==> src/backup_pkg.sv <==
/*
 * Save media, save size constants and controller states for the backup-RAM store.
 * The tracker, the controller and the top level import it.
 */

package backup_pkg;

	// ====================
	// Save media
	// ====================

	typedef enum logic [1:0] {
		media_eeprom, // Serial EEPROM up to 8 KB
		media_sram,   // Battery SRAM
		media_flash   // 64 KB flash or 128 KB with flash_1m
	} save_media_e;

	// Sector number and save size
	localparam int SECTOR_CNT_W = 8;
	typedef logic [SECTOR_CNT_W-1:0] sector_t;

	// Last sector index per media ORed into the save size
	localparam sector_t SZ_EEPROM   = 8'd15;
	localparam sector_t SZ_SRAM     = 8'd63;
	localparam sector_t SZ_FLASH    = 8'd127;
	localparam sector_t SZ_FLASH_1M = 8'd255;

	// ====================
	// Controller FSM
	// ====================

	typedef enum logic [2:0] {
		st_idle,       // Wait for a trigger
		st_sd_request, // sd_rd or sd_wr held until ack rises
		st_sd_finish,  // Wait for ack to fall
		st_move_start, // Kick the word mover
		st_move_wait   // Wait for the whole buffer to move
	} bk_state_e;

endpackage

==> src/backup_ctrl.sv <==
/*
 * Control FSM of the backup store. Picks up load, save, mount and autosave
 * triggers, then steps sectors through SD requests and buffer moves.
 */

module backup_ctrl (
	input  logic                clk_sys,
	input  logic                reset,
	input  logic                bk_load,
	input  logic                bk_save,
	input  logic                bk_autosave,
	input  logic                osd_status,
	input  logic                img_mounted,
	input  logic                bk_ena,
	input  logic                bk_pending,
	input  backup_pkg::sector_t save_sz,
	input  logic                sd_ack,
	output logic                sd_rd,
	output logic                sd_wr,
	output backup_pkg::sector_t sd_lba,
	output logic                loading,
	output logic                move_start,
	input  logic                move_done,
	output logic                busy
);
	import backup_pkg::*;

	bk_state_e state;

	logic old_load, old_save, old_save_a;
	logic mount_d1, mount_d2; // Mount seen a cycle late behind the size update
	logic save_a;
	logic load_req, save_req, trigger;

	// ====================
	// Trigger detection
	// ====================

	assign save_a   = osd_status && bk_autosave;
	assign load_req = (bk_load && !old_load) || (mount_d1 && !mount_d2);
	assign save_req = (bk_save && !old_save) || (save_a && !old_save_a && bk_pending);
	assign trigger  = bk_ena && (load_req || save_req);

	assign busy = (state != st_idle);

	always_ff @(posedge clk_sys) begin
		if (reset) begin
			old_load   <= 1'b0;
			old_save   <= 1'b0;
			old_save_a <= 1'b0;
			mount_d1   <= 1'b0;
			mount_d2   <= 1'b0;
		end else begin
			old_load   <= bk_load;
			old_save   <= bk_save;
			old_save_a <= save_a;
			mount_d1   <= img_mounted;
			mount_d2   <= mount_d1;
		end
	end

	// ====================
	// Sector sequence
	// ====================

	always_ff @(posedge clk_sys) begin
		if (reset) begin
			state      <= st_idle;
			sd_rd      <= 1'b0;
			sd_wr      <= 1'b0;
			sd_lba     <= '0;
			loading    <= 1'b0;
			move_start <= 1'b0;
		end else begin
			case (state)
				st_idle: begin
					sd_lba  <= '0;
					loading <= 1'b0;
					if (trigger) begin
						loading <= load_req;     // Load wins over save
						if (load_req) begin
							sd_rd <= 1'b1;       // Load starts on SD
							state <= st_sd_request;
						end else begin
							state <= st_move_start; // Save starts on memory
						end
					end
				end
				st_sd_request: if (sd_ack) begin
					sd_rd <= 1'b0;           // Request accepted
					sd_wr <= 1'b0;
					state <= st_sd_finish;
				end
				st_sd_finish: if (!sd_ack) begin
					if (loading) begin
						state <= st_move_start;  // Copy the full buffer to memory
					end else if (sd_lba == save_sz) begin
						state <= st_idle;        // Last save sector written
					end else begin
						sd_lba <= sd_lba + 1'b1;
						state  <= st_move_start;
					end
				end
				st_move_start: begin
					move_start <= 1'b1;
					state      <= st_move_wait;
				end
				st_move_wait: if (move_done) begin
					move_start <= 1'b0;          // Mover clears its index
					if (!loading) begin
						sd_wr <= 1'b1;
						state <= st_sd_request;
					end else if (&sd_lba) begin
						state <= st_idle;        // Always reads the full 256
					end else begin
						sd_lba <= sd_lba + 1'b1;
						sd_rd  <= 1'b1;
						state  <= st_sd_request;
					end
				end
				default: state <= st_idle;
			endcase
		end
	end

endmodule

==> config.mk <==
export PLATFORM = sky130hd
export DESIGN_NAME = backup_ctrl
export DESIGN_NICKNAME = d
export VERILOG_FILES = /design/src/backup_pkg.sv /design/src/backup_ctrl.sv
export SDC_FILE = /design/constraint.sdc
export NUM_CORES = 1
export LEC_CHECK = 0
export ABC_CLOCK_PERIOD_IN_PS = 2950
export BUFFER_PORTS_ARGS = -buffer_cell sky130_fd_sc_hd__buf_2
export CAP_MARGIN = 5
export CORE_MARGIN = 2
export CORE_UTILIZATION = 55
export DETAILED_ROUTE_END_ITERATION = 8
export PLACE_DENSITY = 0.9
export SLEW_MARGIN = 30
export SYNTH_ARGS = -nofsm -noshare
export SYNTH_HDL_FRONTEND = slang
export SYNTH_SLANG_ARGS = --single-unit
==> constraint.sdc <==
create_clock -name clk_sys -period 2.95 [get_ports clk_sys]
set_input_delay 0.1475 -clock clk_sys [delete_from_list [all_inputs] [get_ports clk_sys]]
set_output_delay 0.1475 -clock clk_sys [all_outputs]
set_load 0.05 [all_outputs]
==> results.json <==
{
  "preCtsSetupSlack_ps": 990,
  "synth_ff_type": "dfxtp_1",
  "dr.pass1.iters": 4,
  "hold_class": "input port to flop",
  "ys_ff_latch": 20,
  "setup.worst_path.start_class": "flop",
  "clk_pin_slew_worst_paths_ps": 120,
  "antenna_found_initial": 0,
  "setup_viol": 0,
  "finalWorstSetupSlack_ps": 933,
  "tightest_slew_ps": 559,
  "nets": 191,
  "synth_top_cell_area_share_pct": 33.9,
  "drtAntennaViolNets": 0,
  "cts-hold-fix-buffers": 0,
  "max_freq_mhz": 496,
  "yosysMostFrequentCell": "dfxtp_1",
  "grt_max_degree": 18,
  "placedInstanceArea_mm2": 0.00132,
  "drc": 0,
  "tns_ps": 0,
  "synth_edf_count": 0,
  "cts_setup_buffers": 0,
  "worst_setup_path_end_kind": "flop",
  "largest_register": "sd_lba",
  "routedWlPerCell_um": 15.5,
  "holdCritStartpoint": "img_mounted",
  "die_w_um": 50.4,
  "cts.repair.resized": 0,
  "num_rows": 16,
  "first_global_vias": 1116,
  "fillCellCount": 187,
  "crit_start": "sd_lba[0]",
  "syn_avg_cell_area_um2": 8.27,
  "yosys.cell_types.count": 42,
  "period_share_pct": 68.4,
  "regArea_um2": 400,
  "syn_to_final_growth_pct": 16.4,
  "async_flop_share_pct": 0,
  "antenna_cells": 0,
  "p_comb_share_pct": 47.0,
  "crit_arrival_ps": 2240,
  "synth_top_area_cell": "dfxtp_1",
  "power_density_mw_per_mm2": 802,
  "hold_viol": 0,
  "coreArea_mm2": 0.00200,
  "die-height_um": 50.4,
  "clock_skew_ps": 3.62,
  "swShare_pct": 43.7,
  "clk_latency_ps": 310,
  "start_util_pct": 59.1,
  "p_sw_uw": 482,
  "synth_warnings": 0,
  "track_usage_pct": 26.0,
  "fin_crit_ps": 2020,
  "cts_buffer_depth": 2,
  "io_pins": 32,
  "cts.sinks": 20,
  "seq_area_frac_synth_pct": 33.9,
  "cts_buffers": 3,
  "synth.top_cells.by_count": "dfxtp_1, a21oi_1, nand2_1, nor2_1",
  "htreeDepth": 1,
  "cp_max_fo": 8,
  "synth_area_mm2": 0.00118,
  "outcome": "finished, final reports clean",
  "grt-ovfl-total": 0,
  "largest_reg_flops": 8,
  "relSlewSlack_pct": 62.6,
  "grt_pass1_wl_um": 5050,
  "syn_inst": 143,
  "vias_per_cell": 6.15,
  "dieArea_mm2": 0.00254,
  "syn_nets": 163,
  "cts_tree": "built",
  "multi_input_area_um2": 708,
  "final_max_slew_viol_count": 0,
  "power.internal_uw": 621,
  "top_regs": "sd_lba (8), state (3)",
  "gp_congestion": 0.862,
  "p_leak_nw": 0.568,
  "io_buffers": 31,
  "worstSetupPathType": "flop to flop",
  "yosys-top-cells-area": "dfxtp_1, xnor2_1, a32o_1",
  "place_hpwl_um": 2210,
  "clockRootBuffer": "clkbuf_4",
  "wirelength_um": 3050,
  "via_count": 1212,
  "cap_violations": 0,
  "drt-initial-drc-count": 50,
  "drive_gt1_share_pct": 22.4,
  "rsz0062_at_grt": "no",
  "final_cell_area_mm2": 0.00138,
  "ir_drop_mv": 0.469,
  "worstPathRequired_ps": 3170,
  "clock_power_share_pct": 20.8,
  "pwr-share-seq_pct": 32.2,
  "reg2reg_from": "sd_lba[0]"
}
-- stage by stage --
stage / util (%) / hold WS, ps / total power [mW] / instances
after floorplan: - / 264 / 0.776 / 143
after global placement: 66.1 / 358 / 0.854 / 193
after detailed placement: 66.1 / 370 / 0.869 / 193
after CTS: 68.8 / 36.9 / 1.10 / 197
after global routing: 68.8 / 40.9 / 1.17 / 197
final: 68.8 / 34.2 / 1.10 / 197
-- per-layer routing --
metal / up-vias / track usage [%] / share of wire [%]
li1: 575 / - / -
met1: 569 / 31.5 / 39
met2: 57 / 46.1 / 53
met3: 11 / 5.06 / 5.4
met4: 0 / 8.11 / 2.3
met5: - / 0 / 0
-- final timing paths --
kind / to / slack (ps) / cells past startpoint
max: sd_lba[3] / 930 / 6
min: mount_d1 / 30 / 2
max reg2reg: sd_lba[3] / 930 / 6
min reg2reg: mount_d2 / 490 / 1
-- power by group through the flow --
stage | Combinational (mW) | Sequential, mW | Clock [mW]
after floorplan | 0.401 | 0.375 | 0
after global placement | 0.497 | 0.357 | 0
final | 0.518 | 0.355 | 0.230
after CTS | 0.514 | 0.353 | 0.232
after detailed placement | 0.509 | 0.359 | 0
after global routing | 0.563 | 0.362 | 0.249
-- worst max-delay path, stage by stage (launching register included) --
cell	delay (ps)
dfxtp_1	450
ha_1	230
nand4_1	190
o21a_1	250
o32a_4	260
and3b_1	290
a32o_1	250
-- cells in the final DEF (no fill, tap or decap), drive strengths merged, types with 2 or more instances in the layout --
cell	n
buf	31
dfxtp	20
a21oi	10
nor2	9
nand2	9
xnor2	9
o21ai	9
nand3	8
nor2b	8
inv	6
a32o	6
nor3	5
nand4	5
nand2b	4
or2	3
clkbuf	3
and2	2
o311a	2
-- cells by family (layout without fill, tap and decap cells) --
kind of cell               count (synthesis)  count (layout)  synth area share, %
muxes                                      1               1                0.847
adders and majority gates                  1               1                 1.06
DFF                                       20              20                 33.9
and+or+nand+nor                           59              59                 27.2
buffers and inverters                     15              42                 6.24
AOI/OAI and AO/OA                         38              38                 23.5
xor gates and xnor gates                   9               9                 7.30
-- area by class of cell --
| class | instances | share of cell area (%) |
|---|---|---|
| Tap cell | 27 | 2.45 |
| Timing Repair Buffer | 31 | 11.3 |
| Inverter | 7 | 1.91 |
| Clock inverter | 1 | 2.18 |
| Sequential cell | 20 | 29.1 |
| Multi-Input combinational cell | 108 | 51.5 |
| Clock buffer | 3 | 1.64 |
Power figures use the tool's default switching activity.
