[src/bus_pkg.sv]
/*
 * Bus widths and the memory opcode shared by the datapath.
 * Imported by the buffer, the word mover and the size tracker.
 */

package bus_pkg;

	// ====================
	// Data words
	// ====================

	localparam int WORD_W = 16;      // Buffer and save memory word
	typedef logic [WORD_W-1:0] word_t;

	// Image size from the SD host, in bytes
	localparam int IMG_SIZE_W = 64;
	localparam int SECTOR_BYTES_LOG2 = 9; // 512-byte sectors

	// ====================
	// Memory opcode
	// ====================

	typedef enum logic {
		mem_read,  // Save: memory to buffer
		mem_write  // Load: buffer to memory
	} mem_op_e;

endpackage

[src/buf_port_if.sv]
/*
 * Block-buffer port between the word mover and the sector buffer.
 * Read data returns one cycle after the address.
 */

interface buf_port_if #(
	parameter int BUF_ADDR_W = 8
);
	import bus_pkg::*;

	logic [BUF_ADDR_W-1:0] addr;  // Word index inside the sector
	logic                  we;    // Write strobe
	word_t                 wdata; // Word from memory on save
	word_t                 rdata; // Registered read

	// Mover side
	modport mover (output addr, output we, output wdata, input rdata);

	// RAM side
	modport buffer (input addr, input we, input wdata, output rdata);

endinterface

[src/word_mover.sv]
/*
 * Moves one buffer of words between the sector buffer and save memory.
 * Runs while move_start is high, one memory handshake per word.
 */

module word_mover #(
	parameter int BUF_ADDR_W = 8
) (
	input  logic                  clk_sys,
	input  logic                  reset,
	input  logic                  move_start, // Level from the controller
	input  logic                  loading,    // 1 = buffer to memory
	output logic                  move_done,
	buf_port_if.mover             buf_port,
	output logic                  mem_req,
	output bus_pkg::mem_op_e      mem_op,
	output bus_pkg::word_t        mem_wdata,
	input  bus_pkg::word_t        mem_rdata,
	input  logic                  mem_ready,
	output logic [BUF_ADDR_W-1:0] word_idx
);
	import bus_pkg::*;

	typedef enum logic [1:0] {
		ph_read,  // Buffer read in flight
		ph_issue, // mem_req high
		ph_wait,  // Waiting for mem_ready
		ph_done   // Last word finished
	} phase_e;

	phase_e phase;
	logic   word_end;

	// Handshake may complete in the request cycle itself
	assign word_end = mem_ready && (phase == ph_issue || phase == ph_wait);

	assign buf_port.addr  = word_idx;
	assign buf_port.wdata = mem_rdata;                 // Save path
	assign buf_port.we    = !loading && word_end;      // Capture in the ready cycle

	assign mem_req   = (phase == ph_issue);            // One cycle per word
	assign mem_op    = loading ? mem_write : mem_read;
	assign mem_wdata = buf_port.rdata;                 // Stable while addr holds
	assign move_done = (phase == ph_done);

	always_ff @(posedge clk_sys) begin
		if (reset || !move_start) begin
			phase    <= ph_read;
			word_idx <= '0;
		end else begin
			case (phase)
				ph_read: phase <= ph_issue;
				ph_issue, ph_wait: begin
					if (word_end) begin
						if (&word_idx) begin
							phase <= ph_done;   // Whole buffer moved
						end else begin
							word_idx <= word_idx + 1'b1;
							phase    <= ph_read;
						end
					end else begin
						phase <= ph_wait;
					end
				end
				default: phase <= ph_done;      // Hold until move_start drops
			endcase
		end
	end

endmodule
[src/flat_wrapper.sv]
// flat-port wrapper written by rule: the top's interface ports become plain ports
module word_mover_flat import bus_pkg::*;
#(
	parameter int BUF_ADDR_W = 8
)
  (clk_sys, reset, move_start, loading, move_done, mem_req, mem_op, mem_wdata, mem_rdata, mem_ready, word_idx, buf_port_addr, buf_port_we, buf_port_wdata, buf_port_rdata);
  buf_port_if #(.BUF_ADDR_W(BUF_ADDR_W)) buf_port_i ();
  input  logic clk_sys;
  input  logic reset;
  input  logic move_start;
  input  logic loading;
  output logic move_done;
  output logic mem_req;
  output bus_pkg::mem_op_e mem_op;
  output bus_pkg::word_t mem_wdata;
  input  bus_pkg::word_t mem_rdata;
  input  logic mem_ready;
  output logic [BUF_ADDR_W-1:0] word_idx;
  output wire logic [$bits(buf_port_i.addr)-1:0] buf_port_addr;
  output wire logic [$bits(buf_port_i.we)-1:0] buf_port_we;
  output wire logic [$bits(buf_port_i.wdata)-1:0] buf_port_wdata;
  input wire logic [$bits(buf_port_i.rdata)-1:0] buf_port_rdata;
  assign buf_port_addr = buf_port_i.addr;
  assign buf_port_we = buf_port_i.we;
  assign buf_port_wdata = buf_port_i.wdata;
  assign buf_port_i.rdata = buf_port_rdata;
  word_mover #(.BUF_ADDR_W(BUF_ADDR_W)) u_core (.clk_sys(clk_sys), .reset(reset), .move_start(move_start), .loading(loading), .move_done(move_done), .buf_port(buf_port_i), .mem_req(mem_req), .mem_op(mem_op), .mem_wdata(mem_wdata), .mem_rdata(mem_rdata), .mem_ready(mem_ready), .word_idx(word_idx));
endmodule
[config.mk]
export PLATFORM = sky130hd
export DESIGN_NAME = word_mover_flat
export DESIGN_NICKNAME = d
export VERILOG_FILES = /design/src/bus_pkg.sv /design/src/buf_port_if.sv /design/src/word_mover.sv /design/src/flat_wrapper.sv
export SDC_FILE = /design/constraint.sdc
export NUM_CORES = 1
export LEC_CHECK = 0
export BUFFER_PORTS_ARGS = -buffer_cell sky130_fd_sc_hd__buf_4
export CAP_MARGIN = 10
export CORE_AREA = 2 2 45 68
export DETAILED_ROUTE_END_ITERATION = 10
export DIE_AREA = 0 0 47 70
export GPL_ROUTABILITY_DRIVEN = 0
export GPL_TIMING_DRIVEN = 0
export PLACE_DENSITY = 0.72
export REMOVE_ABC_BUFFERS = 1
export SETUP_SLACK_MARGIN = 0.4
export SLEW_MARGIN = 20
export SYNTH_ARGS = -nofsm -noshare
export SYNTH_HDL_FRONTEND = slang
export SYNTH_SLANG_ARGS = --single-unit
[constraint.sdc]
create_clock -name clk_sys -period 4.6 [get_ports clk_sys]
set_clock_uncertainty 0.1 [all_clocks]
set_input_delay 0.23 -clock clk_sys [delete_from_list [all_inputs] [get_ports clk_sys]]
set_output_delay 0.23 -clock clk_sys [all_outputs]
set_load 0.1 [all_outputs]
==> impl_metrics.env, run 1 <==
export IMPL_status="complete, no violations"
export IMPL_maxSlewViolCount=0
export IMPL_netlist_area_um2=830
export IMPL_required_ns=4.27
export IMPL_p_int_mw=0.156
export IMPL_swShare_pct=27.2
export IMPL_crit_arrival_ns=1.45
export IMPL_slew_headroom_pct=82.7
export IMPL_clk_pin_slew_ns=0.04
export IMPL_syn_area_per_cell_um2=8.46
export IMPL_antenna_found_initial=0
export IMPL_fin_crit_ns=1.78
export IMPL_synth_edff_count=0
export IMPL_final_hold_violation_count=0
export IMPL_drt_pass1_iterations=2
export IMPL_gr_total_overflow=0
export IMPL_vias=568
export IMPL_ir_drop_v=0.000147
export IMPL_dpl_hpwl_mm=1.93
export IMPL_initial_core_util_pct=30.0
export IMPL_p_leak_nw=0.355
export IMPL_cap_viol_max_count=0
export IMPL_drt_wl_total_mm=2.41
export IMPL_grt_pass1_vias=498
export IMPL_rr_endpoint="u_core.buf_port.addr[7]"
export IMPL_end_kind="primary output"
export IMPL_wl_per_cell_um=19.8
export IMPL_row_count=24
export IMPL_syn_inst=98
export IMPL_setup_worst_path_class="register to primary output"
export IMPL_fmax_mhz=561
export IMPL_synthArstFlopShare_pct=0
export IMPL_tightest_slew_ns=0.257
export IMPL_ant_nets=0
export IMPL_netlist_top_cells_count="buf_4, dfxtp_1, nor2_1"
export IMPL_cts_buffer_depth=2
export IMPL_ys_ff_latch=10
export IMPL_viasPerCell=4.66
export IMPL_core_area_mm2=0.00276
export IMPL_hold_depth=3
export IMPL_dieArea_mm2=0.00329
export IMPL_drive_gt1_share_pct=38.6
export IMPL_path_cells="inv_1, ha_1, nand2_1, nor2_1, buf_4"
export IMPL_cts_tree="done"
export IMPL_post_synth_top_count_cell="buf_4"
export IMPL_utilization_pct=28.3
export IMPL_p_switching_mw=0.0584
export IMPL_r2r_start="u_core.phase[0]"
export IMPL_cp_startpoint="u_core.phase[0]"
export IMPL_die_h_um=70
export IMPL_cts_hold_buffers=0
export IMPL_die_w_um=47
export IMPL_pwr_share_seq_pct=42.0
export IMPL_numCtsBuffers=3
export IMPL_grt_total_usage_pct=13.6
export IMPL_htreeDepth=1
export IMPL_min_from="reset"
export IMPL_io_buffers=24
export IMPL_tns_ns=0
export IMPL_rsz0062_at_grt="false"
export IMPL_clkSinkCount=10
export IMPL_combinationalPowerShare_pct=17.4
export IMPL_insertion_delay_ns=0.23
export IMPL_reg2reg_depth=6
export IMPL_finalSetupViolCount=0
export IMPL_drc=0
export IMPL_num_io_pins=89
export IMPL_grt_pass1_wl_mm=3.06
export IMPL_synth_top_area_share_pct=37.1
export IMPL_synth_largest_area_cell="buf_4"
export IMPL_min_to="u_core.buf_port.addr[2]"
export IMPL_grt_max_degree=11
export IMPL_cts_resized=0
export IMPL_post_cts_setup_buffers=0
export IMPL_critPathMaxFanout=4
export IMPL_power_density_mw_per_mm2=275
export IMPL_synth_area_leaders="buf_4, dfxtp_1, ha_1, xor2_1, nor2_1"
export IMPL_r2r_setup_slack_ns=2.86
export IMPL_holdCritPathClass="input pin to register"
export IMPL_antenna_cells=0
export IMPL_pwr_share_clk_pct=40.6
export IMPL_ys_flop_type="dfxtp_1"
export IMPL_clockRootBuffer="clkbuf_8"
export IMPL_start_kind="register"
export IMPL_drt_iter0_markers=10
export IMPL_ys_seq_area_share_pct=24.1
export IMPL_yosysWarnings=0
export IMPL_cp_slowest_cell="dfxtp_1"
export IMPL_yosys_cell_types_count=27
export IMPL_syn_to_final_growth_pct=-5.88
export IMPL_timing_final_crit_share_pct=38.7
export IMPL_final_nets=126
export IMPL_cp_slowest_stage_delay_ns=0.35
-- power by group through the flow --
stage,clock (mW),sequential [mW],combinational [mW]
2_1_floorplan,0,0.0966,0.0205
3_3_place_gp,0,0.0914,0.0370
3_5_place_dp,0,0.0915,0.0374
4_1_cts,0.0886,0.0900,0.0377
5_1_grt,0.0919,0.0900,0.0401
6_report,0.0871,0.0900,0.0374
-- kinds of logic after synthesis --
kind of cell | share of synthesized area, %
xor+xnor | 4.22
compound gates | 8.44
buf+inv | 39.8
simple gates | 16.1
fa+ha+maj | 6.03
flops | 24.1
mux | 1.21
-- per-layer routing --
| layer | share of wire [%] | routed length [um] | up-vias | GRT usage, % |
|---|---|---|---|---|
| met1 | 32 | 777 | 239 | 14.4 |
| met3 | 31 | 752 | 7 | 20.2 |
| li1 | - | - | 255 | - |
| met5 | 0 | 0 | - | 0 |
| met4 | 1.5 | 35 | 0 | 4.63 |
| met2 | 35 | 846 | 67 | 14.5 |
-- worst max path at each step --
stage	to	slack, ns
2_1_floorplan	u_core.buf_port.addr[1]	1.54
6_report	buf_port_we	2.82
5_1_grt	buf_port_we	2.73
3_3_place_gp	u_core.buf_port.addr[7]	2.93
4_1_cts	buf_port_we	2.81
3_5_place_dp	u_core.buf_port.addr[7]	2.88
-- final cells by class --
cell class | instances | area, um2
clock buffer | 3 | 41.3
tap | 39 | 48.8
sequential | 10 | 200
inverter | 3 | 11.3
multi-input combinational | 43 | 299
fill | 319 | 1980
timing repair buffer | 24 | 180
-- per-stage QoR --
stage	worst slack [ns]	hold slack [ns]	power, mW	std cells	cell area (um2)
6_report	2.82	0.283	0.214	122	781
4_1_cts	2.81	0.280	0.216	122	781
3_3_place_gp	2.93	0.362	0.128	119	739
3_5_place_dp	2.88	0.362	0.129	119	739
5_1_grt	2.73	0.299	0.222	122	781
2_1_floorplan	1.54	0.360	0.117	56	510
-- layout by cell type (no fill, tap or decap), types with 2 or more instances in the layout --
cell / instances
buf_4: 24
xor2_1: 4
o211ai_1: 2
or3_1: 2
nor2_1: 7
nor3_1: 2
dfxtp_1: 10
nand2_1: 2
clkbuf_8: 3
nor2b_1: 2
and3_1: 2
a21oi_1: 3
ha_1: 4
inv_1: 3
-- flip-flops by register name (all words and copies together) (netlist names) --
signal,flops
u_core.buf_port.addr,8
u_core.phase,2
-- worst max-delay path: cells and delay by family (launching register included) --
family	cells	cell delay (ns)
buf+inv	2	0.34
flops	1	0.35
fa+ha+maj	1	0.32
simple gates	2	0.21
Power figures use the tool's default switching activity.
==> inputs of run 2 (changes only) <==
--- a/config.mk
+++ b/config.mk
@@ -7,12 +7,12 @@
 export LEC_CHECK = 0
 export BUFFER_PORTS_ARGS = -buffer_cell sky130_fd_sc_hd__buf_4
 export CAP_MARGIN = 10
-export CORE_AREA = 2 2 45 68
+export CORE_AREA = 2 2 46 69
 export DETAILED_ROUTE_END_ITERATION = 10
-export DIE_AREA = 0 0 47 70
+export DIE_AREA = 0 0 48 71
 export GPL_ROUTABILITY_DRIVEN = 0
 export GPL_TIMING_DRIVEN = 0
-export PLACE_DENSITY = 0.72
+export PLACE_DENSITY = 0.73
 export REMOVE_ABC_BUFFERS = 1
 export SETUP_SLACK_MARGIN = 0.4
 export SLEW_MARGIN = 20
==> constraint.sdc (replaced) <==
create_clock -name clk_sys -period 1.4 [get_ports clk_sys]
set_clock_uncertainty 0.1 [all_clocks]
set_input_delay 0.07 -clock clk_sys [delete_from_list [all_inputs] [get_ports clk_sys]]
set_output_delay 0.07 -clock clk_sys [all_outputs]
set_load 0.1 [all_outputs]
==> run 2 against run 1 <==
Compared with the run above: the run now ends with negative setup slack left; clock-buffer cell count stayed put; worst setup slack worse by 3.0 ns; combinational power grew to 5.2 times the previous value; first-iteration DRC count is 30% lower; register-to-register slack worse by 3.0 ns; highest routed layer unchanged.
==> impl_metrics.env, run 2 (same netlist as run 1, synthesis figures left out) <==
export IMPL_gr_total_overflow=0
export IMPL_hold_depth=0
export IMPL_drt_wl_total_mm=2.93
export IMPL_dpl_hpwl_mm=1.96
export IMPL_crit_buf_inv=1
export IMPL_violations="negative setup slack"
export IMPL_final_cell_mix="buf_12, buf_4, nor2_1, dfxtp_2, buf_6"
export IMPL_fillCellCount=267
export IMPL_holdCritPathClass="input pin to primary output"
export IMPL_cts_tree="done"
export IMPL_largest_reg_flops=8
export IMPL_min_to="buf_port_wdata[0]"
export IMPL_drc=0
export IMPL_die_h_um=71
export IMPL_r2r_setup_slack_ns=-0.17
export IMPL_htreeDepth=1
export IMPL_cap_viol_max_count=0
export IMPL_setup_worst_path_class="register to register"
export IMPL_drt_pass1_iterations=5
export IMPL_critPathMaxFanout=2
export IMPL_core_area_mm2=0.00285
export IMPL_power_density_mw_per_mm2=647
export IMPL_grt_max_degree=11
export IMPL_cp_slowest_cell="dfxtp_2"
export IMPL_wl_per_cell_um=21.7
export IMPL_fmax_mhz=637
export IMPL_finalSetupViolCount=9
export IMPL_syn_to_final_growth_pct=46.6
export IMPL_timing_final_crit_share_pct=112
export IMPL_insertion_delay_ns=0.24
export IMPL_drive_gt1_share_pct=67.7
export IMPL_initial_core_util_pct=29.1
export IMPL_clk_pin_slew_ns=0.05
export IMPL_cp_startpoint="u_core.phase[1]"
export IMPL_antenna_found_initial=0
export IMPL_grt_pass1_wl_mm=3.88
export IMPL_end_kind="register"
export IMPL_p_leak_nw=0.486
export IMPL_io_buffers=24
export IMPL_ir_drop_v=0.000396
export IMPL_tns_ns=-0.803
export IMPL_r2r_start="u_core.phase[1]"
export IMPL_ant_nets=0
export IMPL_dieArea_mm2=0.00341
export IMPL_path_cells="inv_2, ha_4, and4_4, o211ai_2, or3_1, a21oi_1"
export IMPL_clockRootBuffer="clkbuf_8"
export IMPL_layout_cells_non_filler=135
export IMPL_final_nets=139
export IMPL_place_inst=119
export IMPL_slew_headroom_pct=79.1
export IMPL_grt_total_usage_pct=16.6
export IMPL_rr_endpoint="u_core.buf_port.addr[7]"
export IMPL_highest_layer="met4"
export IMPL_start_kind="register"
export IMPL_antenna_cells=0
export IMPL_min_from="mem_rdata[0]"
export IMPL_crit_arrival_ns=1.64
export IMPL_viasPerCell=4.83
export IMPL_maxSlewViolCount=0
export IMPL_reg2reg_depth=6
export IMPL_drt_iter0_markers=7
export IMPL_worst_slack_ns=-0.169
export IMPL_final_hold_violation_count=0
export IMPL_wirelength_met1_um=995
export IMPL_route_met3_wl_um=685
export IMPL_row_count=24
export IMPL_rsz0062_at_grt="true"
export IMPL_dp_slack_ns=-0.326
export IMPL_fin_crit_ns=1.57
export IMPL_dr_wl_met2_mm=1.22
export IMPL_cpLargestDelayFamily="simple AND/OR/NAND/NOR gates"
export IMPL_cts_buffer_depth=2
export IMPL_status="finished, violations left"
export IMPL_numCtsBuffers=3
export IMPL_required_ns=1.47
export IMPL_die_w_um=48
export IMPL_final_common_cell="buf_12"
export IMPL_tightest_slew_ns=0.313
export IMPL_cp_slowest_stage_delay_ns=0.33
export IMPL_num_io_pins=89
export IMPL_clkSinkCount=10
export IMPL_vias=652
export IMPL_grt_pass1_vias=693
export IMPL_utilization_pct=42.6
[run 2: changes by cell type in the layout (fill, tap and decap cells not counted), sizes merged]
| cell | previous run | this run |
|---|---|---|
| buf | 24 | 37 |
[run 2: area by class of cell]
| type | count | area, um2 | area share (%) |
|---|---|---|---|
| inverters | 3 | 11.3 | 0.926 |
| flip-flops and latches | 10 | 219 | 18.0 |
| repair buffers | 37 | 519 | 42.7 |
| clock buffers | 3 | 41.3 | 3.40 |
| multi-input cells | 43 | 377 | 31.0 |
| well taps | 39 | 48.8 | 4.01 |
[run 2: what timing repair did]
| item | CTS | global route |
|---|---|---|
| setup buffers | 10 | 3 |
| hold buffers | 0 | 0 |
| gates resized for setup | 81 | 6 |
| endpoints found under the setup margin | 29 | 29 |
| pin swaps | 12 | 7 |
[run 2: worst max-delay path by stage]
| stage | endpoint | cells past startpoint |
|---|---|---|
| final | u_core.buf_port.addr[7] | 6 |
| after global routing | u_core.buf_port.addr[7] | 6 |
| after CTS | u_core.buf_port.addr[7] | 6 |
| after detailed placement | u_core.buf_port.addr[7] | 6 |
| after global placement | u_core.buf_port.addr[7] | 6 |
| after floorplan | u_core.buf_port.addr[1] | 5 |
[run 2: power by group]
| group | internal [mW] | switching [mW] |
|---|---|---|
| clock network | 0.188 | 0.112 |
| logic | 0.0827 | 0.113 |
| registers | 0.287 | 0.00422 |
[run 2: per-stage QoR]
stage	cell area, um2	total power [mW]	hold slack [ns]
2_1_floorplan	510	0.385	0.0400
3_3_place_gp	739	0.422	0.0416
4_1_cts	1170	0.772	0.0416
5_1_grt	1220	0.815	0.0407
3_5_place_dp	739	0.425	0.0416
6_report	1220	0.787	0.0408
[run 2: routing by layer]
layer | vias up | track usage, %
met5 | - | 0
met4 | 0 | 3.60
met3 | 3 | 17.9
met2 | 74 | 20.9
met1 | 295 | 19.4
li1 | 280 | -
