<file path="config.mk">
export PLATFORM = sky130hd
export DESIGN_NAME = save_size_tracker
export DESIGN_NICKNAME = d
export VERILOG_FILES = /design/src/backup_pkg.sv /design/src/bus_pkg.sv /design/src/save_size_tracker.sv
export SDC_FILE = /design/constraint.sdc
export NUM_CORES = 1
export LEC_CHECK = 0
export ABC_AREA = 1
export ABC_CLOCK_PERIOD_IN_PS = 1100
export BUFFER_PORTS_ARGS = -buffer_cell sky130_fd_sc_hd__buf_2
export CAP_MARGIN = 0
export CORE_MARGIN = 2
export CORE_UTILIZATION = 25
export CTS_CLUSTER_DIAMETER = 200
export DETAILED_ROUTE_END_ITERATION = 7
export PLACE_DENSITY = 0.62
export SLEW_MARGIN = 25
export SYNTH_ARGS = -nofsm -noshare
export SYNTH_HDL_FRONTEND = slang
export SYNTH_SLANG_ARGS = --single-unit
</file>
<file path="constraint.sdc">
create_clock -name clk_sys -period 1.1 [get_ports clk_sys]
set_input_delay 0 -clock clk_sys [delete_from_list [all_inputs] [get_ports clk_sys]]
set_output_delay 0 -clock clk_sys [all_outputs]
set_load 0.1 [all_outputs]
</file>
<file path="src/backup_pkg.sv">
/*
 * Save media, save size constants and controller states for the backup-RAM store.
 * The tracker, the controller and the top level import it.
 */

package backup_pkg;

	// ====================
	// Save media
	// ====================

	typedef enum logic [1:0] {
		media_eeprom, // Serial EEPROM up to 8 KB
		media_sram,   // Battery SRAM
		media_flash   // 64 KB flash or 128 KB with flash_1m
	} save_media_e;

	// Sector number and save size
	localparam int SECTOR_CNT_W = 8;
	typedef logic [SECTOR_CNT_W-1:0] sector_t;

	// Last sector index per media ORed into the save size
	localparam sector_t SZ_EEPROM   = 8'd15;
	localparam sector_t SZ_SRAM     = 8'd63;
	localparam sector_t SZ_FLASH    = 8'd127;
	localparam sector_t SZ_FLASH_1M = 8'd255;

	// ====================
	// Controller FSM
	// ====================

	typedef enum logic [2:0] {
		st_idle,       // Wait for a trigger
		st_sd_request, // sd_rd or sd_wr held until ack rises
		st_sd_finish,  // Wait for ack to fall
		st_move_start, // Kick the word mover
		st_move_wait   // Wait for the whole buffer to move
	} bk_state_e;

endpackage

</file>
<file path="src/bus_pkg.sv">
/*
 * Bus widths and the memory opcode shared by the datapath.
 * Imported by the buffer, the word mover and the size tracker.
 */

package bus_pkg;

	// ====================
	// Data words
	// ====================

	localparam int WORD_W = 16;      // Buffer and save memory word
	typedef logic [WORD_W-1:0] word_t;

	// Image size from the SD host, in bytes
	localparam int IMG_SIZE_W = 64;
	localparam int SECTOR_BYTES_LOG2 = 9; // 512-byte sectors

	// ====================
	// Memory opcode
	// ====================

	typedef enum logic {
		mem_read,  // Save: memory to buffer
		mem_write  // Load: buffer to memory
	} mem_op_e;

endpackage

</file>
<file path="src/save_size_tracker.sv">
/*
 * Tracks the save length in sectors, the backup enable and unsaved writes.
 * Size comes from the game's save media or from a mounted image.
 */

module save_size_tracker (
	input  logic                          clk_sys,
	input  logic                          reset,
	input  logic                          new_game,
	input  logic                          game_save_wr,
	input  backup_pkg::save_media_e       save_media,
	input  logic                          flash_1m,
	input  logic                          img_mounted,
	input  logic                          img_readonly,
	input  logic [bus_pkg::IMG_SIZE_W-1:0] img_size,
	input  logic                          busy,
	output backup_pkg::sector_t           save_sz,
	output logic                          bk_ena,
	output logic                          bk_pending
);
	import backup_pkg::*;
	import bus_pkg::*;

	logic    use_img;     // Image locks out media updates
	logic    img_next;
	sector_t media_sz;    // Last sector for current media
	sector_t img_sectors; // Image size in sectors
	sector_t sz_next;

	assign img_sectors = img_size[SECTOR_BYTES_LOG2 +: SECTOR_CNT_W];

	always_comb begin
		case (save_media)
			media_eeprom: media_sz = SZ_EEPROM;
			media_sram:   media_sz = SZ_SRAM;
			media_flash:  media_sz = flash_1m ? SZ_FLASH_1M : SZ_FLASH;
			default:      media_sz = '0;
		endcase
	end

	// Next size where an image mount overrides everything
	always_comb begin
		sz_next  = save_sz;
		img_next = use_img;
		if (new_game) begin
			sz_next  = '0;
			img_next = 1'b0;
		end else if (game_save_wr && !use_img) begin
			sz_next = save_sz | media_sz;   // Grows only
		end
		if (img_mounted && img_size != '0 && !img_readonly) begin
			sz_next  = img_sectors - 1'b1;  // Last sector index
			img_next = 1'b1;
		end
	end

	always_ff @(posedge clk_sys) begin
		if (reset) begin
			save_sz    <= '0;
			use_img    <= 1'b0;
			bk_ena     <= 1'b0;
			bk_pending <= 1'b0;
		end else begin
			save_sz <= sz_next;
			use_img <= img_next;
			bk_ena  <= |sz_next;                // Same cycle as save_sz
			if (game_save_wr)
				bk_pending <= 1'b1;
			else if (busy)
				bk_pending <= 1'b0;             // Store under way
		end
	end

endmodule

</file>
==> run summary, run 1 <==
Outcome: complete, but fails checks
Failing checks: hold timing, setup timing
Ant. Diodes: 0
Main area contributors after synthesis: dfxtp_1 25%, nor2_1 24%, nand2_1 19%
Sw Ratio: 0.3836
Clock-pin slew on the worst setup and hold paths: 0.07 ns
CTS tree: yes
Min Tclk post-route: 1.185 ns
Clock Power Share: 0.209
# port buffers: 83
Synth Area in Compound Gates: 0.06206
Antenna violations before repair: 0
Final Max Tran Viols: 0
Slew margin rel.: 0.6782
Crit path max fanout: 2
RR Endpoint: bk_ena$_SDFF_PP0_
Multiplexer share of the synthesized area: 0
Routability cong.: 0.7517
Final Hold Slack: -0.001888 ns
Cells after Synth: 158
H-tree Lvls: 1
Synth Register Bits: 11
WP data required: 1.26 ns
Hold Fails Final Rpt: 1
Setup ws final: -0.08473 ns
Avg Inst Size Synth: 5.615 µm²
Most frequent cells in the layout: 83 x buf_2, 53 x nor2_1, 46 x nand2_1
Final WL: 2552 µm
Antenna-violating nets left: 0
HPWL after detailed placement: 2287 µm
DIE WIDTH: 63.57 µm
WP buf/inv: 1
Die area: 4041 µm²
Post-Synth Simple-Gate Area: 0.5458
Nets: 344
Startpoint types: flip-flop
Worst Hold Endpoint: bk_pending$_SDFFE_PP0P_
Cell-internal power: 817.5 µW
Hold Crit Class: in2reg
Clk_skew: 0.001088 ns
RSZ-0062 raised after global routing: true
Logic gate share of total power: 0.458
Flop2flop setup slack: -0.08 ns
R2r startpoint: use_img$_SDFFE_PP0P_
Crit path capture type: flip-flop
Worst path max stage delay: 0.33 ns
Crit path kind: reg2reg
Area share of the largest cell type after synthesis: 0.2482
Top-Level Pins: 84
Hold Startpoint: game_save_wr
Synth Area in Adders: 0.04231
Area leader, netlist: dfxtp_1
CTS sink cnt: 11
Part of the cycle the worst path needs: 1.077
Initial Utilization: 0.2638
First-pass GRT wire length: 4519 µm
Highest-delay cell along the critical path: dfxtp_2
Cell mode on critical path: nand2_1
Reg power frac: 0.333
Skew-Pair Late Insertion Delay: 0.27 ns
Die Y: 63.57 µm
Cell Chain, Critical Path: nor2_2 > nand2_1 > inv_2 > nand2_1 > nor2_1 > o21ai_1 > nand2_1 > nand2_1 > nand2_1 > nor2_1 > a21oi_1
Layout cells sized above 1: 0.4737
Leak: 0.8711 nW
Wire per inst: 8.179 µm
Synth Area in XOR/XNOR: 0.05924
DRT Pass-1 Iters: 6
Sequential area share after synthesis: 0.2482
Maxcap violations: 0
Synth cell types: 16
Layout fillers: 396
Largest net degree at the start of global routing: 12
Hold depth: 3
Crit path max-delay family: simple AND/OR/NAND/NOR gates
Gr usage total: 0.1364
Power Density: 842.0 nW/µm²
Syn Nets: 235
Psw: 508.8 µW
Vias: 1300
Max Freq: 844.1 MHz
FF-to-FF path depth: 11
Core Area: 3363 µm²
Commonest non-fill, non-tap cell in the layout: buf_2
Clock Path Buffers: 2
Post-Syn Area: 887.1 µm²
Slew @ Worst Pin: 0.4861 ns
Final setup fails: 6
Vias/cell: 4.167
Main combinational cell family by area after synthesis: simple AND/OR/NAND/NOR gates
Worst ir drop on vdd: 310.1 µV
Clk root buf: clkbuf_4
Setup TNS: -0.2729 ns
Synthesis-to-layout area growth: 77.57%
Arrival time at the worst endpoint: 1.34 ns
FP Rows: 21
Remaining DRCs: 0
YS warnings: 0
Number of DRC markers in iteration 0: 32
Number of global-route vias before repair: 1202
Global route total overflow: 0
TritonCTS Buffers: 3
## logic make-up after synthesis
group | count (synthesis)
buffers and inverters | 10
and+or+nand+nor | 117
adders and majority gates | 3
AOI/OAI and AO/OA | 11
DFF | 11
xor gates and xnor gates | 6
## metrics by stage
step	worst slack, ns	total power, mW	cells	instance area [µm²]	util
floorplan	-0.1039	0.7909	158	898.4	-
global placement	-0.2599	1.043	306	1518	0.4513
detailed placement	-0.2799	1.047	306	1518	0.4513
CTS	-0.09027	1.330	311	1565	0.4654
global route	-0.2771	1.418	312	1575	0.4684
finish	-0.08473	1.326	312	1575	0.4684
## registers in the layout (all words and copies together), names as in the netlist
signal / flops
save_sz: 8
bk_ena: 1
bk_pending: 1
use_img: 1
## per-layer routing
layer	GRT usage	vias up	wire length [µm]
met5	0	-	0
met4	0.05707	0	50
met3	0.01607	5	217
met2	0.2513	68	1177
met1	0.1571	520	1106
li1	-	707	-
## worst max-delay path by stage
stage                             end  cells after the start                  start
finish              bk_ena$_SDFF_PP0_                     11   use_img$_SDFFE_PP0P_
global route        bk_ena$_SDFF_PP0_                     11   use_img$_SDFFE_PP0P_
CTS                 bk_ena$_SDFF_PP0_                     11   use_img$_SDFFE_PP0P_
detailed placement  bk_ena$_SDFF_PP0_                     13           img_size[10]
global placement    bk_ena$_SDFF_PP0_                     13           img_size[11]
floorplan           bk_ena$_SDFF_PP0_                      6  save_sz[2]$_SDFF_PP0_
## power by group through the flow
stage               combinational, mW  sequential (mW)  clock (mW)
floorplan                       0.153            0.638           0
global placement                0.592            0.451           0
detailed placement              0.596            0.452           0
CTS                             0.606            0.443       0.281
global route                    0.670            0.446       0.302
finish                          0.607            0.442       0.277
## Yosys cell counts
library cell,number
dfxtp_1,11
ha_1,3
nand2_1,46
xor2_1,1
nor2_2,2
clkbuf_1,1
nor2_4,1
nand2_4,2
inv_1,9
xnor2_1,5
a21oi_1,3
o21ai_0,8
nor3_1,1
nand3b_1,2
nor2_1,56
nand3_1,7
## area by class of cell
type	count	area, µm²	share of cell area
Multi-Input combinational cell	137	641.9	0.4075
Timing Repair Buffer	105	583.1	0.3701
Sequential cell	11	232.7	0.1477
Tap cell	46	57.56	0.03654
Inverter	9	33.78	0.02145
Clock buffer	4	26.28	0.01668
## worst register-to-register path, delay by kind of cell, from the launching register on
kind	cells	cell delay [ns]
buffers and inverters	1	0.04
AO/OA/AOI/OAI	2	0.22
AND/OR/NAND/NOR	8	0.49
flip-flops	1	0.33
## timing repair
| item | CTS | global route |
|---|---|---|
| pin swaps | 3 | 6 |
| gates resized for setup | 5 | 2 |
| setup endpoints to repair | 9 | 9 |
| endpoints found under the hold margin | 1 | 0 |
| setup buffers | 0 | 1 |
| hold buffers | 1 | 0 |
Power figures use the tool's default switching activity.
==> run 2: changes to the inputs <==
--- a/config.mk
+++ b/config.mk
@@ -14,6 +14,7 @@
 export CTS_CLUSTER_DIAMETER = 200
 export DETAILED_ROUTE_END_ITERATION = 7
 export PLACE_DENSITY = 0.62
+export SKIP_CTS_REPAIR_TIMING = 1
 export SLEW_MARGIN = 25
 export SYNTH_ARGS = -nofsm -noshare
 export SYNTH_HDL_FRONTEND = slang
==> run summary, run 2 (same netlist as run 1, synthesis figures left out) <==
Outcome: complete, but fails checks
Failing checks: hold timing, setup timing
Routability cong.: 0.7517 (unchanged)
Slew @ Worst Pin: 0.4862 ns (+0.00008702 ns)
CTS tree: yes
Largest register FFs: 8 (unchanged)
Antenna-violating nets left: 0 (unchanged)
DRT Pass-1 Iters: 4 (-2)
Nets: 344 (unchanged)
Maxcap violations: 0 (unchanged)
Clk_skew: 0.001606 ns (+0.0005184 ns)
Psw: 508.6 µW (about the same)
Max Freq: 832.9 MHz (-1.3%)
Arrival time at the worst endpoint: 1.36 ns (+0.02 ns)
Gr usage total: 0.1357 (-0.0007454)
Vias: 1299 (-0.077%)
Skew-Pair Late Insertion Delay: 0.27 ns (about the same)
FP Rows: 21 (unchanged)
Top-Level Pins: 84 (unchanged)
First-pass GRT wire length: 4491 µm (-0.62%)
DIE WIDTH: 63.57 µm (unchanged)
Cell-internal power: 817.2 µW (about the same)
Largest net degree at the start of global routing: 12 (unchanged)
Layout cells sized above 1: 0.4812 (+0.007519)
Startpoint types: flip-flop
Sw Ratio: 0.3836 (about the same)
Number of DRC markers in iteration 0: 40 (+25%)
Die Y: 63.57 µm (unchanged)
Global route total overflow: 0 (unchanged)
Synthesis-to-layout area growth: 77.57% (unchanged)
HPWL after detailed placement: 2287 µm (unchanged)
Die area: 4041 µm² (unchanged)
Worst ir drop on vdd: 310.0 µV (about the same)
Ant. Diodes: 0 (unchanged)
Slew margin rel.: 0.6781 (about the same)
Reg power frac: 0.334 (about the same)
Vias/cell: 4.163 (about the same)
Final Max Tran Viols: 0 (unchanged)
Remaining DRCs: 0 (unchanged)
Most frequent cells in the layout: 83 x buf_2, 53 x nor2_1, 44 x nand2_1
Clock-pin slew on the worst setup and hold paths: 0.07 ns (about the same)
Clk root buf: clkbuf_4
Leak: 0.8726 nW (+0.17%)
Clock Power Share: 0.209 (about the same)
Number of global-route vias before repair: 1185 (-1.4%)
RSZ-0062 raised after global routing: true
Final Hold Slack: -0.002304 ns (-0.0004158 ns)
Min Tclk post-route: 1.201 ns (+0.01588 ns)
Final total power: 1.326 mW (about the same)
Crit path kind: reg2reg
Crit path capture type: flip-flop
Worst slack, placed: -0.2799 ns (unchanged)
Antenna violations before repair: 0 (unchanged)
Part of the cycle the worst path needs: 1.091 (+0.01443)
Core Area: 3363 µm² (unchanged)
Final WL: 2557 µm (+0.20%)
Hold Crit Class: in2reg
Layout fillers: 399 (+0.76%)
TritonCTS Buffers: 3 (unchanged)
Initial Utilization: 0.2638 (unchanged)
CTS sink cnt: 11 (unchanged)
Final setup fails: 6 (unchanged)
Crit path max fanout: 2 (unchanged)
Power Density: 841.6 nW/µm² (about the same)
WP data required: 1.26 ns (about the same)
Hold Fails Final Rpt: 1 (unchanged)
Commonest non-fill, non-tap cell in the layout: buf_2
H-tree Lvls: 1 (unchanged)
Logic gate share of total power: 0.457 (about the same)
Wire per inst: 8.196 µm (+0.20%)
# port buffers: 83 (unchanged)
Largest Register: save_sz
Setup ws final: -0.1006 ns (-0.01588 ns)
Clock Path Buffers: 2 (unchanged)
-- run 2: power groups by stage --
stage	registers, mW	clock network, mW	logic [mW]
global route	0.446	0.302	0.669
finish	0.443	0.277	0.606
floorplan	0.638	0	0.153
global placement	0.451	0	0.592
detailed placement	0.452	0	0.596
CTS	0.442	0.281	0.598
-- run 2: worst paths after layout --
kind,depth (start not counted),endpoint,slack [ns],startpoint
hold reg to reg,2,bk_pending$_SDFFE_PP0P_,0.45,bk_pending$_SDFFE_PP0P_
setup / recovery,11,bk_ena$_SDFF_PP0_,-0.10,use_img$_SDFFE_PP0P_
setup reg to reg,11,bk_ena$_SDFF_PP0_,-0.10,use_img$_SDFFE_PP0P_
hold / removal,3,bk_pending$_SDFFE_PP0P_,-0.002,game_save_wr
-- run 2: critical path, cell delays in order, from the launching register on --
cell	delay, ns
dfxtp_2	0.33
nor2_2	0.04
nand2_1	0.07
inv_2	0.04
nand2_2	0.04
nor2_1	0.03
o21ai_1	0.15
nand2_1	0.09
nand2_2	0.08
nand2_1	0.05
nor2_1	0.10
a21oi_1	0.07
-- run 2: layer usage --
layer,part of all wire,up-vias,track usage,wire (µm)
met5,0,-,0,0
met4,0.020,0,0.05707,50
met3,0.079,5,0.01607,201
met2,0.46,60,0.2461,1176
met1,0.44,526,0.1593,1129
li1,-,708,-,-
-- run 2: final cells by class --
class | count | area, µm² | share of cell area
Timing Repair Buffer | 105 | 583.1 | 0.3701
Sequential cell | 11 | 232.7 | 0.1477
Inverter | 9 | 33.78 | 0.02145
Tap cell | 46 | 57.56 | 0.03654
Clock buffer | 4 | 26.28 | 0.01668
Multi-Input combinational cell | 137 | 641.9 | 0.4075
-- run 2: stage by stage --
stage	hold slack, ns	utilization	std cells	setup TNS [ns]	area (µm²)
2_1_floorplan	0.06907	-	158	-0.1039	898.4
3_3_place_gp	0.2466	0.4513	306	-1.655	1518
3_5_place_dp	0.2489	0.4513	306	-1.741	1518
4_1_cts	-0.03493	0.4591	310	-0.9156	1544
5_1_grt	0.01112	0.4684	312	-1.203	1575
6_report	-0.002304	0.4684	312	-0.2848	1575
==> run 3: changes to the inputs <==
--- a/config.mk
+++ b/config.mk
@@ -6,14 +6,14 @@
 export NUM_CORES = 1
 export LEC_CHECK = 0
 export ABC_AREA = 1
-export ABC_CLOCK_PERIOD_IN_PS = 1100
+export ABC_CLOCK_PERIOD_IN_PS = 1400
 export BUFFER_PORTS_ARGS = -buffer_cell sky130_fd_sc_hd__buf_2
 export CAP_MARGIN = 0
 export CORE_MARGIN = 2
 export CORE_UTILIZATION = 25
 export CTS_CLUSTER_DIAMETER = 200
 export DETAILED_ROUTE_END_ITERATION = 7
-export PLACE_DENSITY = 0.62
+export PLACE_DENSITY = 0.6
 export SKIP_CTS_REPAIR_TIMING = 1
 export SLEW_MARGIN = 25
 export SYNTH_ARGS = -nofsm -noshare
==> constraint.sdc (replaced) <==
create_clock -name clk_sys -period 1.4 [get_ports clk_sys]
set_input_delay 0 -clock clk_sys [delete_from_list [all_inputs] [get_ports clk_sys]]
set_output_delay 0 -clock clk_sys [all_outputs]
set_load 0.1 [all_outputs]
==> run summary, run 3 (same netlist as run 1, synthesis figures left out) <==
Worst ir drop on vdd: 188.5 µV (-39%)
Ant. Diodes: 0 (unchanged)
Largest register FFs: 8 (unchanged)
Wire per inst: 8.603 µm (+5.0%)
FP Rows: 21 (unchanged)
Antenna-violating nets left: 0 (unchanged)
Met3 wire length: 200 µm (-0.50%)
Antenna violations before repair: 0 (unchanged)
Clk_skew: 0.0003787 ns (-0.001228 ns)
Vias/cell: 4.081 (-2.0%)
Commonest non-fill, non-tap cell in the layout: buf_2
Clock-pin slew on the worst setup and hold paths: 0.06 ns (about the same)
Final Instance Area: 1438 µm² (-8.7%)
Arrival time at the worst endpoint: 1.38 ns (+0.02 ns)
First-pass GRT wire length: 4229 µm (-5.8%)
Vias: 1204 (-7.3%)
M1 WL: 1169 µm (+3.5%)
Cell Chain, Critical Path: nor2_1 > nand2_1 > inv_1 > nand2_1 > nor2_1 > o21ai_0 > nand2_1 > nand2_1 > nand2_1 > nor2_1 > a21oi_1
Setup TNS: 0 ns (+0.2848 ns)
WP data required: 1.56 ns (+0.30 ns)
Slew margin rel.: 0.6762 (-0.001938)
Crit path capture type: flip-flop
Crit path max fanout: 2 (unchanged)
Nets: 327 (-4.9%)
CTS tree: yes
DIE WIDTH: 63.57 µm (unchanged)
# port buffers: 83 (unchanged)
CTS sink cnt: 11 (unchanged)
Count of non-filler cells in the finished layout: 295 (-5.4%)
Routed length on met2: 1114 µm (-5.3%)
Die Y: 63.57 µm (unchanged)
Gr usage total: 0.1293 (-0.006384)
Number of DRC markers in iteration 0: 28 (-30%)
WP buf/inv: 1 (unchanged)
Startpoint types: flip-flop
Top Metal Used: met4
Initial Utilization: 0.2638 (unchanged)
Number of global-route vias before repair: 1092 (-7.8%)
Layout fillers: 423 (+6.0%)
Crit path max-delay family: simple AND/OR/NAND/NOR gates
Crit path launch: use_img$_SDFFE_PP0P_
Dpl cell area: 1389 µm² (-8.5%)
Layout cells sized above 1: 0.4137 (-0.06755)
Maxcap violations: 0 (unchanged)
DRT Pass-1 Iters: 4 (unchanged)
Final Max Tran Viols: 0 (unchanged)
Core Area: 3363 µm² (unchanged)
Routability cong.: 0.8049 (+7.1%)
FF-to-FF path depth: 11 (unchanged)
Cell mode on critical path: nand2_1
Most frequent cells in the layout: 83 x buf_2, 55 x nor2_1, 46 x nand2_1
Flop2flop setup slack: 0.18 ns (+0.28 ns)
Highest-delay cell along the critical path: dfxtp_1
Final total power: 983.9 µW (-26%)
TritonCTS Buffers: 3 (unchanged)
Synthesis-to-layout area growth: 62.06%
Top-Level Pins: 84 (unchanged)
R2r startpoint: use_img$_SDFFE_PP0P_
RSZ-0062 raised after global routing: false
Clk root buf: clkbuf_4
Inst Count DP: 289 (-5.6%)
Hold Crit Class: in2reg
RR Endpoint: bk_ena$_SDFF_PP0_
Min Tclk post-route: 1.221 ns (+0.02013 ns)
Worst path max stage delay: 0.33 ns (about the same)
Crit path kind: reg2reg
Skew-Pair Late Insertion Delay: 0.27 ns (about the same)
Final WL: 2538 µm (-0.74%)
HPWL after detailed placement: 2264 µm (-1.0%)
Largest net degree at the start of global routing: 12 (unchanged)
Hold Fails Final Rpt: 0 (-1)
Remaining DRCs: 0 (unchanged)
Final setup fails: 0 (-6)
Outcome: finished clean
Die area: 4041 µm² (unchanged)
Critical path depth: 11 (unchanged)
Global route total overflow: 0 (unchanged)
Largest Register: save_sz
Power Density: 684.4 nW/µm² (-19%)
Worst setup endpoint: bk_ena$_SDFF_PP0_
Leak: 0.7942 nW (-9.0%)
Max Freq: 819.2 MHz (-1.6%)
H-tree Lvls: 1 (unchanged)
Part of the cycle the worst path needs: 0.8720 (-0.2195)
Clock Path Buffers: 2 (unchanged)
Slew @ Worst Pin: 0.4891 ns (+0.002928 ns)
run 3: cell type report:
cell class / instances / area, µm² / area share
clock buffer: 4 / 26.28 / 0.01828
inverter: 9 / 33.78 / 0.02350
multi-input combinational: 137 / 631.9 / 0.4395
sequential: 11 / 230.2 / 0.1601
tap: 46 / 57.56 / 0.04003
timing repair buffer: 88 / 457.9 / 0.3185
run 3: worst min-delay path by stage:
stage,start,end,cells after the start
final,reset,save_sz[4]$_SDFF_PP0_,2
after global routing,reset,use_img$_SDFFE_PP0P_,2
after CTS,busy,bk_pending$_SDFFE_PP0P_,4
after detailed placement,busy,bk_pending$_SDFFE_PP0P_,4
after global placement,busy,bk_pending$_SDFFE_PP0P_,4
after floorplan,reset,use_img$_SDFFE_PP0P_,1
run 3: where the power goes:
group / leakage (nW) / internal, mW / switching, mW / total [mW]
clock network: 0.0150 / 0.111 / 0.104 / 0.214
logic: 0.685 / 0.150 / 0.272 / 0.423
registers: 0.0939 / 0.338 / 0.00897 / 0.347
total: 0.794 / 0.599 / 0.385 / 0.984
run 3: worst reg2reg max path: cells and delay by family, from the launching register on:
family | cells | cell delay, ns
buf+inv | 1 | 0.05
compound gates | 2 | 0.24
simple gates | 8 | 0.49
flops | 1 | 0.33
run 3: metrics by stage:
stage / util / hold slack, ns / setup WS, ns
global placement: 0.4129 / 0.2587 / 0.03479
floorplan: - / 0.06907 / 0.1666
global route: 0.4275 / 0.03099 / 0.01339
CTS: 0.4208 / -0.02955 / 0.1507
finish: 0.4275 / 0.03382 / 0.1793
detailed placement: 0.4129 / 0.2578 / 0.02563
run 3: per-layer routing:
metal	vias up	global-route usage
li1	675	-
met1	462	0.1558
met2	62	0.2263
met3	5	0.01429
met4	0	0.06250
met5	-	0
